File: config.mk
export PLATFORM = sky130hd
export DESIGN_NAME = gat_debugger
export DESIGN_NICKNAME = d
export VERILOG_FILES = /design/src/hw/dbg_pkg.sv /design/src/hw/gat_debugger.sv /design/src/hw/debug_word_mux.sv /design/src/hw/pe_probe_capture.sv /design/src/hw/feat_write_watch.sv /design/src/hw/stage_flag_monitor.sv
export SDC_FILE = /design/constraint.sdc
export NUM_CORES = 1
export LEC_CHECK = 0
export BUFFER_PORTS_ARGS = -buffer_cell sky130_fd_sc_hd__buf_4
export CAP_MARGIN = 20
export CORE_MARGIN = 5
export CORE_UTILIZATION = 45
export CTS_CLUSTER_DIAMETER = 40
export DETAILED_ROUTE_END_ITERATION = 7
export PLACE_DENSITY = 0.88
export SYNTH_ARGS = -nofsm -noshare
export SYNTH_HDL_FRONTEND = slang
export SYNTH_SLANG_ARGS = --single-unit
File: constraint.sdc
create_clock -name clk -period 2.8 [get_ports clk]
set_input_delay 0.28 -clock clk [delete_from_list [all_inputs] [get_ports clk]]
set_output_delay 0.28 -clock clk [all_outputs]
set_load 0.05 [all_outputs]
File: src/hw/dbg_pkg.sv
package dbg_pkg;

  localparam int NUM_PE      = 16;
  localparam int PE_W        = 12;
  localparam int FEAT_ADDR_W = 16;
  localparam int WH_ADDR_W   = 14;
  localparam int PROBE_LANE  = 2; // Sparse PE lane watched by both probes

  typedef logic [31:0] dbg_word_t;

  // First feature address outside the legal buffer region
  localparam logic [FEAT_ADDR_W-1:0] FEAT_ADDR_LIMIT = 16'd43328;

  localparam logic [WH_ADDR_W-1:0] PROBE_ADDR_A = 14'd10;
  localparam logic [WH_ADDR_W-1:0] PROBE_ADDR_B = 14'd20;

  localparam dbg_word_t H_NUM_SPARSE_DATA = 32'd12;
  localparam dbg_word_t DBG_ID            = 32'd19461604; // Fixed identity of this debug block

  // One bit per stage strobe, also reused for the sticky flags
  typedef struct packed {
    logic spmm_vld;
    logic spmm_rdy;
    logic dmvm_vld;
    logic dmvm_rdy;
    logic sm_vld;
    logic sm_rdy;
    logic aggr_vld;
    logic aggr_rdy;
  } stage_strobe_t;

  typedef struct packed {
    logic                   ena;
    logic [FEAT_ADDR_W-1:0] addr;
    logic [31:0]            din;
  } feat_wr_t;

  typedef logic [NUM_PE-1:0][PE_W-1:0] sppe_bus_t;

  typedef enum logic [2:0] {
    SEL_ID             = 3'd0,
    SEL_NUM_SPARSE     = 3'd1,
    SEL_FLAGS          = 3'd2,
    SEL_SM_COUNT       = 3'd3,
    SEL_PROBE_A        = 3'd4,
    SEL_PROBE_B        = 3'd5,
    SEL_FEAT_STATUS    = 3'd6,
    SEL_FEAT_OVER_ADDR = 3'd7
  } dbg_sel_e;

endpackage
File: src/hw/gat_debugger.sv
`timescale 1ns/1ns

module gat_debugger (
  input  logic                          clk,
  input  logic                          rst_n,
  input  dbg_pkg::stage_strobe_t        stage_i,
  input  dbg_pkg::feat_wr_t             feat_wr_i,
  input  logic [dbg_pkg::WH_ADDR_W-1:0] wh_addr_i,
  input  dbg_pkg::sppe_bus_t            sppe_i,
  input  logic                          clear_i,
  input  dbg_pkg::dbg_sel_e             dbg_sel_i,
  output dbg_pkg::dbg_word_t            debug_word_o,
  output dbg_pkg::stage_strobe_t        debug_flags_o
);

  dbg_pkg::stage_strobe_t flags;
  dbg_pkg::dbg_word_t     sm_count;
  dbg_pkg::dbg_word_t     feat_status;
  dbg_pkg::dbg_word_t     feat_over_addr;
  dbg_pkg::dbg_word_t     probe_a;
  dbg_pkg::dbg_word_t     probe_b;

  stage_flag_monitor i_stage_flag_monitor (
    .clk        (clk),
    .rst_n      (rst_n),
    .clear_i    (clear_i),
    .stage_i    (stage_i),
    .flags_o    (flags),
    .sm_count_o (sm_count)
  );

  feat_write_watch i_feat_write_watch (
    .clk         (clk),
    .rst_n       (rst_n),
    .clear_i     (clear_i),
    .feat_wr_i   (feat_wr_i),
    .status_o    (feat_status),
    .over_addr_o (feat_over_addr)
  );

  // Probes fire only while spmm reports ready
  pe_probe_capture i_pe_probe_capture (
    .clk        (clk),
    .rst_n      (rst_n),
    .clear_i    (clear_i),
    .spmm_rdy_i (stage_i.spmm_rdy),
    .wh_addr_i  (wh_addr_i),
    .sppe_i     (sppe_i),
    .probe_a_o  (probe_a),
    .probe_b_o  (probe_b)
  );

  debug_word_mux i_debug_word_mux (
    .dbg_sel_i        (dbg_sel_i),
    .flags_i          (flags),
    .sm_count_i       (sm_count),
    .feat_status_i    (feat_status),
    .feat_over_addr_i (feat_over_addr),
    .probe_a_i        (probe_a),
    .probe_b_i        (probe_b),
    .debug_word_o     (debug_word_o)
  );

  assign debug_flags_o = flags; // Flags are always visible, whatever the select

endmodule

File: src/hw/debug_word_mux.sv
`timescale 1ns/1ns

module debug_word_mux (
  input  dbg_pkg::dbg_sel_e      dbg_sel_i,
  input  dbg_pkg::stage_strobe_t flags_i,
  input  dbg_pkg::dbg_word_t     sm_count_i,
  input  dbg_pkg::dbg_word_t     feat_status_i,
  input  dbg_pkg::dbg_word_t     feat_over_addr_i,
  input  dbg_pkg::dbg_word_t     probe_a_i,
  input  dbg_pkg::dbg_word_t     probe_b_i,
  output dbg_pkg::dbg_word_t     debug_word_o
);

  dbg_pkg::dbg_word_t flags_word;

  assign flags_word = {{(32-$bits(dbg_pkg::stage_strobe_t)){1'b0}}, flags_i};

  always_comb begin
    case (dbg_sel_i)
      dbg_pkg::SEL_ID: begin
        debug_word_o = dbg_pkg::DBG_ID;
      end
      dbg_pkg::SEL_NUM_SPARSE: begin
        debug_word_o = dbg_pkg::H_NUM_SPARSE_DATA;
      end
      dbg_pkg::SEL_FLAGS: begin
        debug_word_o = flags_word;
      end
      dbg_pkg::SEL_SM_COUNT: begin
        debug_word_o = sm_count_i;
      end
      dbg_pkg::SEL_PROBE_A: begin
        debug_word_o = probe_a_i;
      end
      dbg_pkg::SEL_PROBE_B: begin
        debug_word_o = probe_b_i;
      end
      dbg_pkg::SEL_FEAT_STATUS: begin
        debug_word_o = feat_status_i;
      end
      dbg_pkg::SEL_FEAT_OVER_ADDR: begin
        debug_word_o = feat_over_addr_i;
      end
      default: begin
        debug_word_o = '0; // Unknown select reads as zero
      end
    endcase
  end

endmodule

File: src/hw/pe_probe_capture.sv
`timescale 1ns/1ns

module pe_probe_capture (
  input  logic                          clk,
  input  logic                          rst_n,
  input  logic                          clear_i,
  input  logic                          spmm_rdy_i,
  input  logic [dbg_pkg::WH_ADDR_W-1:0] wh_addr_i,
  input  dbg_pkg::sppe_bus_t            sppe_i,
  output dbg_pkg::dbg_word_t            probe_a_o,
  output dbg_pkg::dbg_word_t            probe_b_o
);

  logic [dbg_pkg::PE_W-1:0] lane;
  logic                     hit_a;
  logic                     hit_b;
  logic [dbg_pkg::PE_W-1:0] probe_a_q;
  logic [dbg_pkg::PE_W-1:0] probe_b_q;

  assign lane  = sppe_i[dbg_pkg::PROBE_LANE];
  assign hit_a = spmm_rdy_i && (wh_addr_i == dbg_pkg::PROBE_ADDR_A);
  assign hit_b = spmm_rdy_i && (wh_addr_i == dbg_pkg::PROBE_ADDR_B);

  always_ff @(posedge clk or negedge rst_n) begin
    if (!rst_n) begin
      probe_a_q <= '0;
    end else if (clear_i) begin
      probe_a_q <= '0;
    end else if (hit_a) begin
      probe_a_q <= lane; // Newest hit replaces the older capture
    end
  end

  always_ff @(posedge clk or negedge rst_n) begin
    if (!rst_n) begin
      probe_b_q <= '0;
    end else if (clear_i) begin
      probe_b_q <= '0;
    end else if (hit_b) begin
      probe_b_q <= lane;
    end
  end

  assign probe_a_o = {{(32-dbg_pkg::PE_W){1'b0}}, probe_a_q};
  assign probe_b_o = {{(32-dbg_pkg::PE_W){1'b0}}, probe_b_q};

endmodule

File: src/hw/feat_write_watch.sv
`timescale 1ns/1ns

module feat_write_watch (
  input  logic               clk,
  input  logic               rst_n,
  input  logic               clear_i,
  input  dbg_pkg::feat_wr_t  feat_wr_i,
  output dbg_pkg::dbg_word_t status_o,
  output dbg_pkg::dbg_word_t over_addr_o
);

  logic                            over_hit;
  logic                            ena_seen_q;
  logic                            over_seen_q;
  logic [15:0]                     wr_count_q;
  logic [dbg_pkg::FEAT_ADDR_W-1:0] over_addr_q;

  // Write that lands at or beyond the legal limit
  assign over_hit = feat_wr_i.ena && (feat_wr_i.addr >= dbg_pkg::FEAT_ADDR_LIMIT);

  always_ff @(posedge clk or negedge rst_n) begin
    if (!rst_n) begin
      ena_seen_q  <= 1'b0;
      over_seen_q <= 1'b0;
      wr_count_q  <= '0;
    end else if (clear_i) begin
      ena_seen_q  <= 1'b0;
      over_seen_q <= 1'b0;
      wr_count_q  <= '0;
    end else begin
      if (feat_wr_i.ena) begin
        ena_seen_q <= 1'b1;
        wr_count_q <= wr_count_q + 16'd1; // Wrapping write count
      end
      if (over_hit) begin
        over_seen_q <= 1'b1;
      end
    end
  end

  // Only the first violation is kept, later ones leave it alone
  always_ff @(posedge clk or negedge rst_n) begin
    if (!rst_n) begin
      over_addr_q <= '0;
    end else if (clear_i) begin
      over_addr_q <= '0;
    end else if (over_hit && !over_seen_q) begin
      over_addr_q <= feat_wr_i.addr;
    end
  end

  always_comb begin
    status_o        = '0;
    status_o[31:16] = wr_count_q;
    status_o[1]     = over_seen_q;
    status_o[0]     = ena_seen_q;
  end

  assign over_addr_o = {{(32-dbg_pkg::FEAT_ADDR_W){1'b0}}, over_addr_q};

endmodule

File: src/hw/stage_flag_monitor.sv
`timescale 1ns/1ns

module stage_flag_monitor (
  input  logic                   clk,
  input  logic                   rst_n,
  input  logic                   clear_i,
  input  dbg_pkg::stage_strobe_t stage_i,
  output dbg_pkg::stage_strobe_t flags_o,
  output dbg_pkg::dbg_word_t     sm_count_o
);

  dbg_pkg::stage_strobe_t flags_q;
  dbg_pkg::stage_strobe_t flags_d;
  dbg_pkg::dbg_word_t     sm_count_q;
  dbg_pkg::dbg_word_t     sm_count_d;

  // A flag once set only falls on clear
  always_comb begin
    flags_d = flags_q | stage_i;
    if (clear_i) begin
      flags_d = '0; // Clear wins over strobes in the same cycle
    end
  end

  always_comb begin
    sm_count_d = sm_count_q;
    if (clear_i) begin
      sm_count_d = '0;
    end else if (stage_i.sm_vld) begin
      sm_count_d = sm_count_q + 32'd1; // Wraps at 2^32
    end
  end

  always_ff @(posedge clk or negedge rst_n) begin
    if (!rst_n) begin
      flags_q <= '0;
    end else begin
      flags_q <= flags_d;
    end
  end

  always_ff @(posedge clk or negedge rst_n) begin
    if (!rst_n) begin
      sm_count_q <= '0;
    end else begin
      sm_count_q <= sm_count_d;
    end
  end

  assign flags_o    = flags_q;
  assign sm_count_o = sm_count_q;

endmodule

==> results.cfg, run 1 <==
[status]
status = complete, but fails checks
violations = negative hold slack

[worst_setup_path]
cp_num_buf_inv = 0
cp.arrival_ns = 2.55
reg2reg_depth = 5
start_kind = flip-flop
end_kind = flip-flop
crit_required_ns = 3.06
cp_cell_sequence = ha_1, nand3_2, or4_1, or4_1, a21oi_1
regToRegStartpoint = i_stage_flag_monitor.sm_count_o[0]$_DFFE_PN0P_
crit_fanout = 8
path_common_cell = or4_1
crit_family = simple AND/OR/NAND/NOR gates
slowest_stage = or4_1
slowest_delay_ns = 0.67
rr_endpoint = i_stage_flag_monitor.sm_count_o[26]$_DFFE_PN0P_
path_class = flip-flop to flip-flop
reg2reg_slack_ns = 0.51

[route]
drt-pass1-iter-count = 6
num_vias = 4852
drt_iter0_drc = 613
ant_nets = 0
avgViaCountPerCell = 6.06
post_drt_wl_per_cell_microns = 18.0
finalWirelength_microns = 14400
drc = 0

[logic_synthesis]
ys_ff_latch = 98
yosys_warnings = 0
synth_edf_count = 0
yosys_most_used_dff = dfrtp_1
synthCells = 570
yosysSeqAreaShare_pct = 45.6
synthDistinctLibCells = 43
synthArstFlopShare_pct = 100
postSynthAreaPerCell_sq_um = 9.43
netlist_area_sq_um = 5380
syn_nets = 841

[timing]
fmax_mhz = 437
fin_skew_ns = 0.0101
hold_viol = 10
worst_slack_ns = 0.514
finalCritPeriodShare_pct = 81.7
maxSlewHeadroom_pct = 37.7
setup_violations = 0
tightest_slew_ns = 0.933
min_period_ns = 2.29
tns_ns = 0
rsz0062_at_grt = no
hold_ws_ns = -0.0136
maxSlewViolCount = 0

[die]
start_util_pct = 45.3
num_rows = 40
core_sq_um = 11900
io_pins = 309
die_area_sq_um = 14200
die_w_microns = 119
die_h_microns = 119

[clocking]
clk_path_buf_depth = 2
clk_latency_ns = 0.34
clockRootBuffer = clkbuf_16
cts_sinks = 98
cts_max_level = 3
clk_pin_slew_ns = 0.07
ctsHoldBuffers = 0
post_cts_buffers = 0
cts_tree = built
cts.repair.resized = 0
cts_buffers = 9

[final_layout]
nets = 920
fin_cells = 801
diodes = 0
finalCoreUtilization_pct = 54.9
design_area_sq_um = 6510
syn_to_final_growth_pct = 21.2
num-fill-cells = 981
multi_input_area_sq_um = 2750
final_layout_size_suffix_gt1_share_pct = 20.3
ff_latch_area_sq_um = 2450

[placement]
post_dp_cell_area_sq_um = 6210
placed_cells = 785
gp_congestion = 0.857
pre_cts_ws_ns = 0.560
port_buffers = 96
hpwl_microns = 10300

[min_path]
hold_class = input port to async pin

[power_and_ir_drop]
power.total_mw = 3.13
power_density_nw_per_um2 = 480
max-vdd-ir-drop_v = 0.000282
leakagePower_nw = 2.94

[grt]
antenna_found_initial = 0
grt_max_degree = 93
gr-usage-all-layers_pct = 20.2
grt_overflow = 0
grt_pass1_wl_microns = 23700
grt_pass1_vias = 4855

[job]
cap_violations = 0
-- placed cells by master, fill, tap and decap left out, types with 2 or more instances in the layout --
master	n
o21ai_0	24
a21oi_1	27
mux2i_1	51
nand3_1	11
nor3_1	5
a221oi_1	3
ha_1	2
buf_4	103
nor4bb_1	2
o31ai_1	16
nor2_1	85
clkbuf_16	9
inv_1	6
inv_6	3
xor2_1	8
and3_1	3
dfrtp_1	98
clkinv_1	2
a22o_1	2
nor4_1	9
nor2b_1	7
and4_1	6
o221ai_1	2
nand4_1	17
clkinvlp_4	2
xnor2_1	14
mux2_2	9
nand3_2	2
nand2b_1	30
a31oi_1	3
a22oi_1	23
or4_1	18
nand2_1	28
or3_1	8
o22ai_1	4
-- per-layer routing --
metal,vias to the layer above,part of all wire (%),GRT usage (%)
met5,-,0,0
met4,0,3.1,8.02
met3,32,9.3,4.32
met2,256,46,31.6
met1,2349,41,27.4
li1,2215,-,-
-- logic make-up (layout without fill, tap and decap cells) --
| kind of cell | after synthesis | count (layout) | share of synthesized area [%] |
|---|---|---|---|
| DFF | 98 | 98 | 45.6 |
| and+or+nand+nor | 237 | 237 | 23.2 |
| adders and majority gates | 2 | 2 | 0.465 |
| muxes | 60 | 60 | 11.4 |
| AOI/OAI and AO/OA | 107 | 107 | 12.6 |
| buffers and inverters | 44 | 128 | 3.17 |
| xor gates and xnor gates | 22 | 22 | 3.58 |
-- sequential cells by signal (all words and copies together), names as in the netlist --
signal and cells:
i_stage_flag_monitor.flags_o 8, i_feat_write_watch.over_seen_q 1, i_feat_write_watch.ena_seen_q 1, i_feat_write_watch.wr_count_q 16, i_feat_write_watch.over_addr_q 16, i_pe_probe_capture.probe_b_q 12
i_pe_probe_capture.probe_a_q 12, i_stage_flag_monitor.sm_count_o 32
-- cells in the mapped netlist, types with 3 or more instances --
cell type / count / share of area (%)
or4_1: 18 / 2.5
mux2i_1: 51 / 9.5
a221oi_1: 3 / 0.49
o22ai_1: 4 / 0.47
nor2_1: 85 / 5.9
nor4_1: 9 / 1.0
a31oi_1: 3 / 0.35
xor2_1: 8 / 1.3
o21ai_0: 24 / 2.2
a22oi_1: 23 / 3.2
o31ai_1: 16 / 2.2
and4_1: 6 / 0.98
nand2_1: 28 / 2.0
clkbuf_1: 25 / 1.7
and3_1: 3 / 0.35
a21oi_1: 27 / 2.5
dfrtp_1: 98 / 46
mux2_2: 9 / 1.9
buf_1: 7 / 0.49
nor2b_1: 7 / 0.81
or3_1: 8 / 0.93
nand4_1: 17 / 2.0
xnor2_1: 14 / 2.3
nor3_1: 5 / 0.47
nand2b_1: 30 / 3.5
nand3_1: 11 / 1.0
inv_1: 6 / 0.42
buf_2: 4 / 0.37
-- power breakdown --
part           total [mW]  switching, mW  internal (mW)
clock network        1.27          0.568          0.703
registers            1.47         0.0278           1.44
logic               0.387          0.245          0.142
total                3.13          0.841           2.29
-- worst max-delay path by stage --
stage	start	endpoint	slack, ns	cells after the start
after floorplan	dbg_sel_i[2]	debug_word_o[12]	0.1	5
after global placement	i_stage_flag_monitor.sm_count_o[0]$_DFFE_PN0P_	i_stage_flag_monitor.sm_count_o[30]$_DFFE_PN0P_	0.61	5
after detailed placement	i_stage_flag_monitor.sm_count_o[0]$_DFFE_PN0P_	i_stage_flag_monitor.sm_count_o[26]$_DFFE_PN0P_	0.56	5
after CTS	i_stage_flag_monitor.sm_count_o[0]$_DFFE_PN0P_	i_stage_flag_monitor.sm_count_o[26]$_DFFE_PN0P_	0.54	5
after global routing	i_stage_flag_monitor.sm_count_o[0]$_DFFE_PN0P_	i_stage_flag_monitor.sm_count_o[30]$_DFFE_PN0P_	0.37	5
final	i_stage_flag_monitor.sm_count_o[0]$_DFFE_PN0P_	i_stage_flag_monitor.sm_count_o[26]$_DFFE_PN0P_	0.51	5
-- area by class of cell --
| type | count | share of cell area [%] |
|---|---|---|
| Multi-Input combinational cell | 428 | 42.3 |
| Sequential cell | 98 | 37.7 |
| Timing Repair Buffer | 104 | 12.2 |
| Clock buffer | 10 | 3.52 |
| Tap cell | 147 | 2.82 |
| Clock inverter | 6 | 1.10 |
| Inverter | 8 | 0.461 |
(Power assumes the default switching activity.)
==> run 2, diff against run 1 <==
--- a/config.mk
+++ b/config.mk
@@ -5,13 +5,14 @@
 export SDC_FILE = /design/constraint.sdc
 export NUM_CORES = 1
 export LEC_CHECK = 0
+export ABC_AREA = 1
 export BUFFER_PORTS_ARGS = -buffer_cell sky130_fd_sc_hd__buf_4
 export CAP_MARGIN = 20
 export CORE_MARGIN = 5
-export CORE_UTILIZATION = 45
+export CORE_UTILIZATION = 41
 export CTS_CLUSTER_DIAMETER = 40
 export DETAILED_ROUTE_END_ITERATION = 7
-export PLACE_DENSITY = 0.88
+export PLACE_DENSITY = 0.84
 export SYNTH_ARGS = -nofsm -noshare
 export SYNTH_HDL_FRONTEND = slang
 export SYNTH_SLANG_ARGS = --single-unit
==> constraint.sdc (replaced) <==
create_clock -name clk -period 2.1 [get_ports clk]
set_input_delay 0.21 -clock clk [delete_from_list [all_inputs] [get_ports clk]]
set_output_delay 0.21 -clock clk [all_outputs]
set_load 0.05 [all_outputs]
==> run 2 against run 1 <==
- sequential cell count unchanged
- clock-buffer cell count increased by 1
- global-route usage about the same
- register-to-register slack got worse by 0.21 ns
- utilization decreased by 4.2 points
- final cell count increased by 30%
- highest routed layer unchanged
- worst hold slack improved by 0.067 ns
- largest cell class unchanged
- critical path depth increased by 5
- area after synthesis increased by 2.7%
- the flow now finishes without violations
==> results.cfg, run 2 <==
[logic_synthesis]
postSynthAreaPerCell_sq_um = 7.16
synth_top_cell_area_share_pct = 44.4
yosysSeqAreaShare_pct = 44.4
synthCells = 771
yosys_most_used_dff = dfrtp_1
netlist_area_sq_um = 5520
synthDistinctLibCells = 35
synthTopCellsByArea = dfrtp_1, nand2_1, nor2_1
synth_area_leader_cell = dfrtp_1
ys_top_cells_by_count = nand2_1, nor2_1, dfrtp_1, inv_1, nand3_1
syn_nets = 1042
ys_ff_latch = 98
synthArstFlopShare_pct = 100
synth_edf_count = 0
synthMostInstantiatedCell = nand2_1
yosys_warnings = 0

[clocking]
cts_tree = built
clockRootBuffer = clkbuf_16
cts_max_level = 3
cts.repair.resized = 0
post_cts_buffers = 0
cts_sinks = 98
cts_buffers = 9
clk_latency_ns = 0.35
clk_pin_slew_ns = 0.07
clk_path_buf_depth = 2
ctsHoldBuffers = 1

[route]
avgViaCountPerCell = 5.34
drt_iter0_drc = 471
ant_nets = 0
post_drt_wl_per_cell_microns = 15.2
finalWirelength_microns = 15800
drt-pass1-iter-count = 5
drc = 0
num_vias = 5578

[worst_setup_path]
end_kind = flip-flop
cp_cell_sequence = ha_1, nand2_1, nor2_2, nand2_1, nor2_2, nand2_1, nor2_2, nand3_1, nand2_1, nor2_1
path_common_cell = nand2_1
slowest_stage = dfrtp_1
regToRegStartpoint = i_stage_flag_monitor.sm_count_o[1]$_DFFE_PN0P_
crit_fanout = 5
crit_required_ns = 2.34
path_class = flip-flop to flip-flop
startpoint = i_stage_flag_monitor.sm_count_o[1]$_DFFE_PN0P_
cp.arrival_ns = 2.03
slowest_delay_ns = 0.48
reg2reg_slack_ns = 0.31
start_kind = flip-flop

[grt]
antenna_found_initial = 0
grt_max_degree = 55
gr-usage-all-layers_pct = 20.3
grt_overflow = 0
grt_pass1_vias = 5409
grt_pass1_wl_microns = 26300

[power_and_ir_drop]
power_density_nw_per_um2 = 609
leakagePower_nw = 3.22
max-vdd-ir-drop_v = 0.000540

[final_layout]
num-fill-cells = 1247
nets = 1135
diodes = 0
final_common_cell = nand2_1
final_cell_mix = nand2_1, buf_4, nor2_1
largest_reg_flops = 32
syn_to_final_growth_pct = 21.6
final_layout_size_suffix_gt1_share_pct = 17.3

[placement]
pre_cts_ws_ns = 0.366
hpwl_microns = 12000
port_buffers = 96
gp_congestion = 0.907

[timing]
tns_ns = 0
min_period_ns = 1.79
hold_viol = 0
maxSlewHeadroom_pct = 55.8
tightest_slew_ns = 0.663
fin_skew_ns = 0.00664
rsz0062_at_grt = no
maxSlewViolCount = 0
fmax_mhz = 558
worst_slack_ns = 0.307
setup_violations = 0
finalCritPeriodShare_pct = 85.4

[die]
die_h_microns = 126
num_rows = 42
die_area_sq_um = 15900
start_util_pct = 41.7
core_sq_um = 13200
io_pins = 309
die_w_microns = 126

[min_path]
hold_class = input port to flip-flop
hp-start = feat_wr_i[37]

[job]
cap_violations = 0

[status]
status = complete, no violations
## run 2: kinds of logic after synthesis
| group | Yosys count | synth area share [%] |
|---|---|---|
| AOI/OAI and AO/OA | 113 | 11.6 |
| buffers and inverters | 108 | 7.84 |
| xor gates and xnor gates | 1 | 0.159 |
| adders and majority gates | 2 | 0.453 |
| DFF | 98 | 44.4 |
| and+or+nand+nor | 449 | 35.5 |
## run 2: path summary, 6_finish.rpt
check / endpoint / cells past startpoint
setup / recovery: i_stage_flag_monitor.sm_count_o[20]$_DFFE_PN0P_ / 10
hold / removal: i_feat_write_watch.over_addr_q[5]$_DFFE_PN0P_ / 3
setup reg to reg: i_stage_flag_monitor.sm_count_o[20]$_DFFE_PN0P_ / 10
hold reg to reg: i_pe_probe_capture.probe_b_q[2]$_DFFE_PN0P_ / 2
max in group asynchronous: i_stage_flag_monitor.sm_count_o[29]$_DFFE_PN0P_ / 3
min in group asynchronous: i_feat_write_watch.over_addr_q[3]$_DFFE_PN0P_ / 2
## run 2: layout make-up
cell class	instances	area, sq um	area share [%]
Multi-Input combinational cell	565	2640	39.3
Sequential cell	98	2450	36.5
Timing Repair Buffer	106	811	12.1
Inverter	84	315	4.70
Clock buffer	11	243	3.62
Tap cell	176	220	3.28
Clock inverter	5	36.3	0.540
## run 2: critical path: cells and delay by family, from the launching register on
family        cells  cell delay (ns)
fa+ha+maj         1             0.30
simple gates      9             0.89
flops             1             0.48
## run 2: where the power goes
part	leakage (nW)	total (mW)	internal, mW	switching (mW)
clock	0.140	1.58	0.843	0.736
combinational	1.74	0.529	0.175	0.353
sequential	1.34	1.98	1.94	0.0413
## run 2: through the flow
stage,cells,hold WS [ns],power [mW],cell area (sq um),utilization [%]
after detailed placement,1028,0.183,2.54,6420,48.5
final,1045,0.0530,4.09,6710,50.7
after CTS,1045,0.0513,4.11,6710,50.7
after floorplan,771,-0.0856,2.29,5520,-
after global placement,1028,0.185,2.53,6420,48.5
after global routing,1045,0.0568,4.23,6710,50.7
## run 2: metal layers
metal / wire length [microns] / track usage (%)
met5: 0 / 0
met4: 446 / 8.52
met2: 7240 / 32.0
met3: 1550 / 5.42
met1: 6600 / 26.4
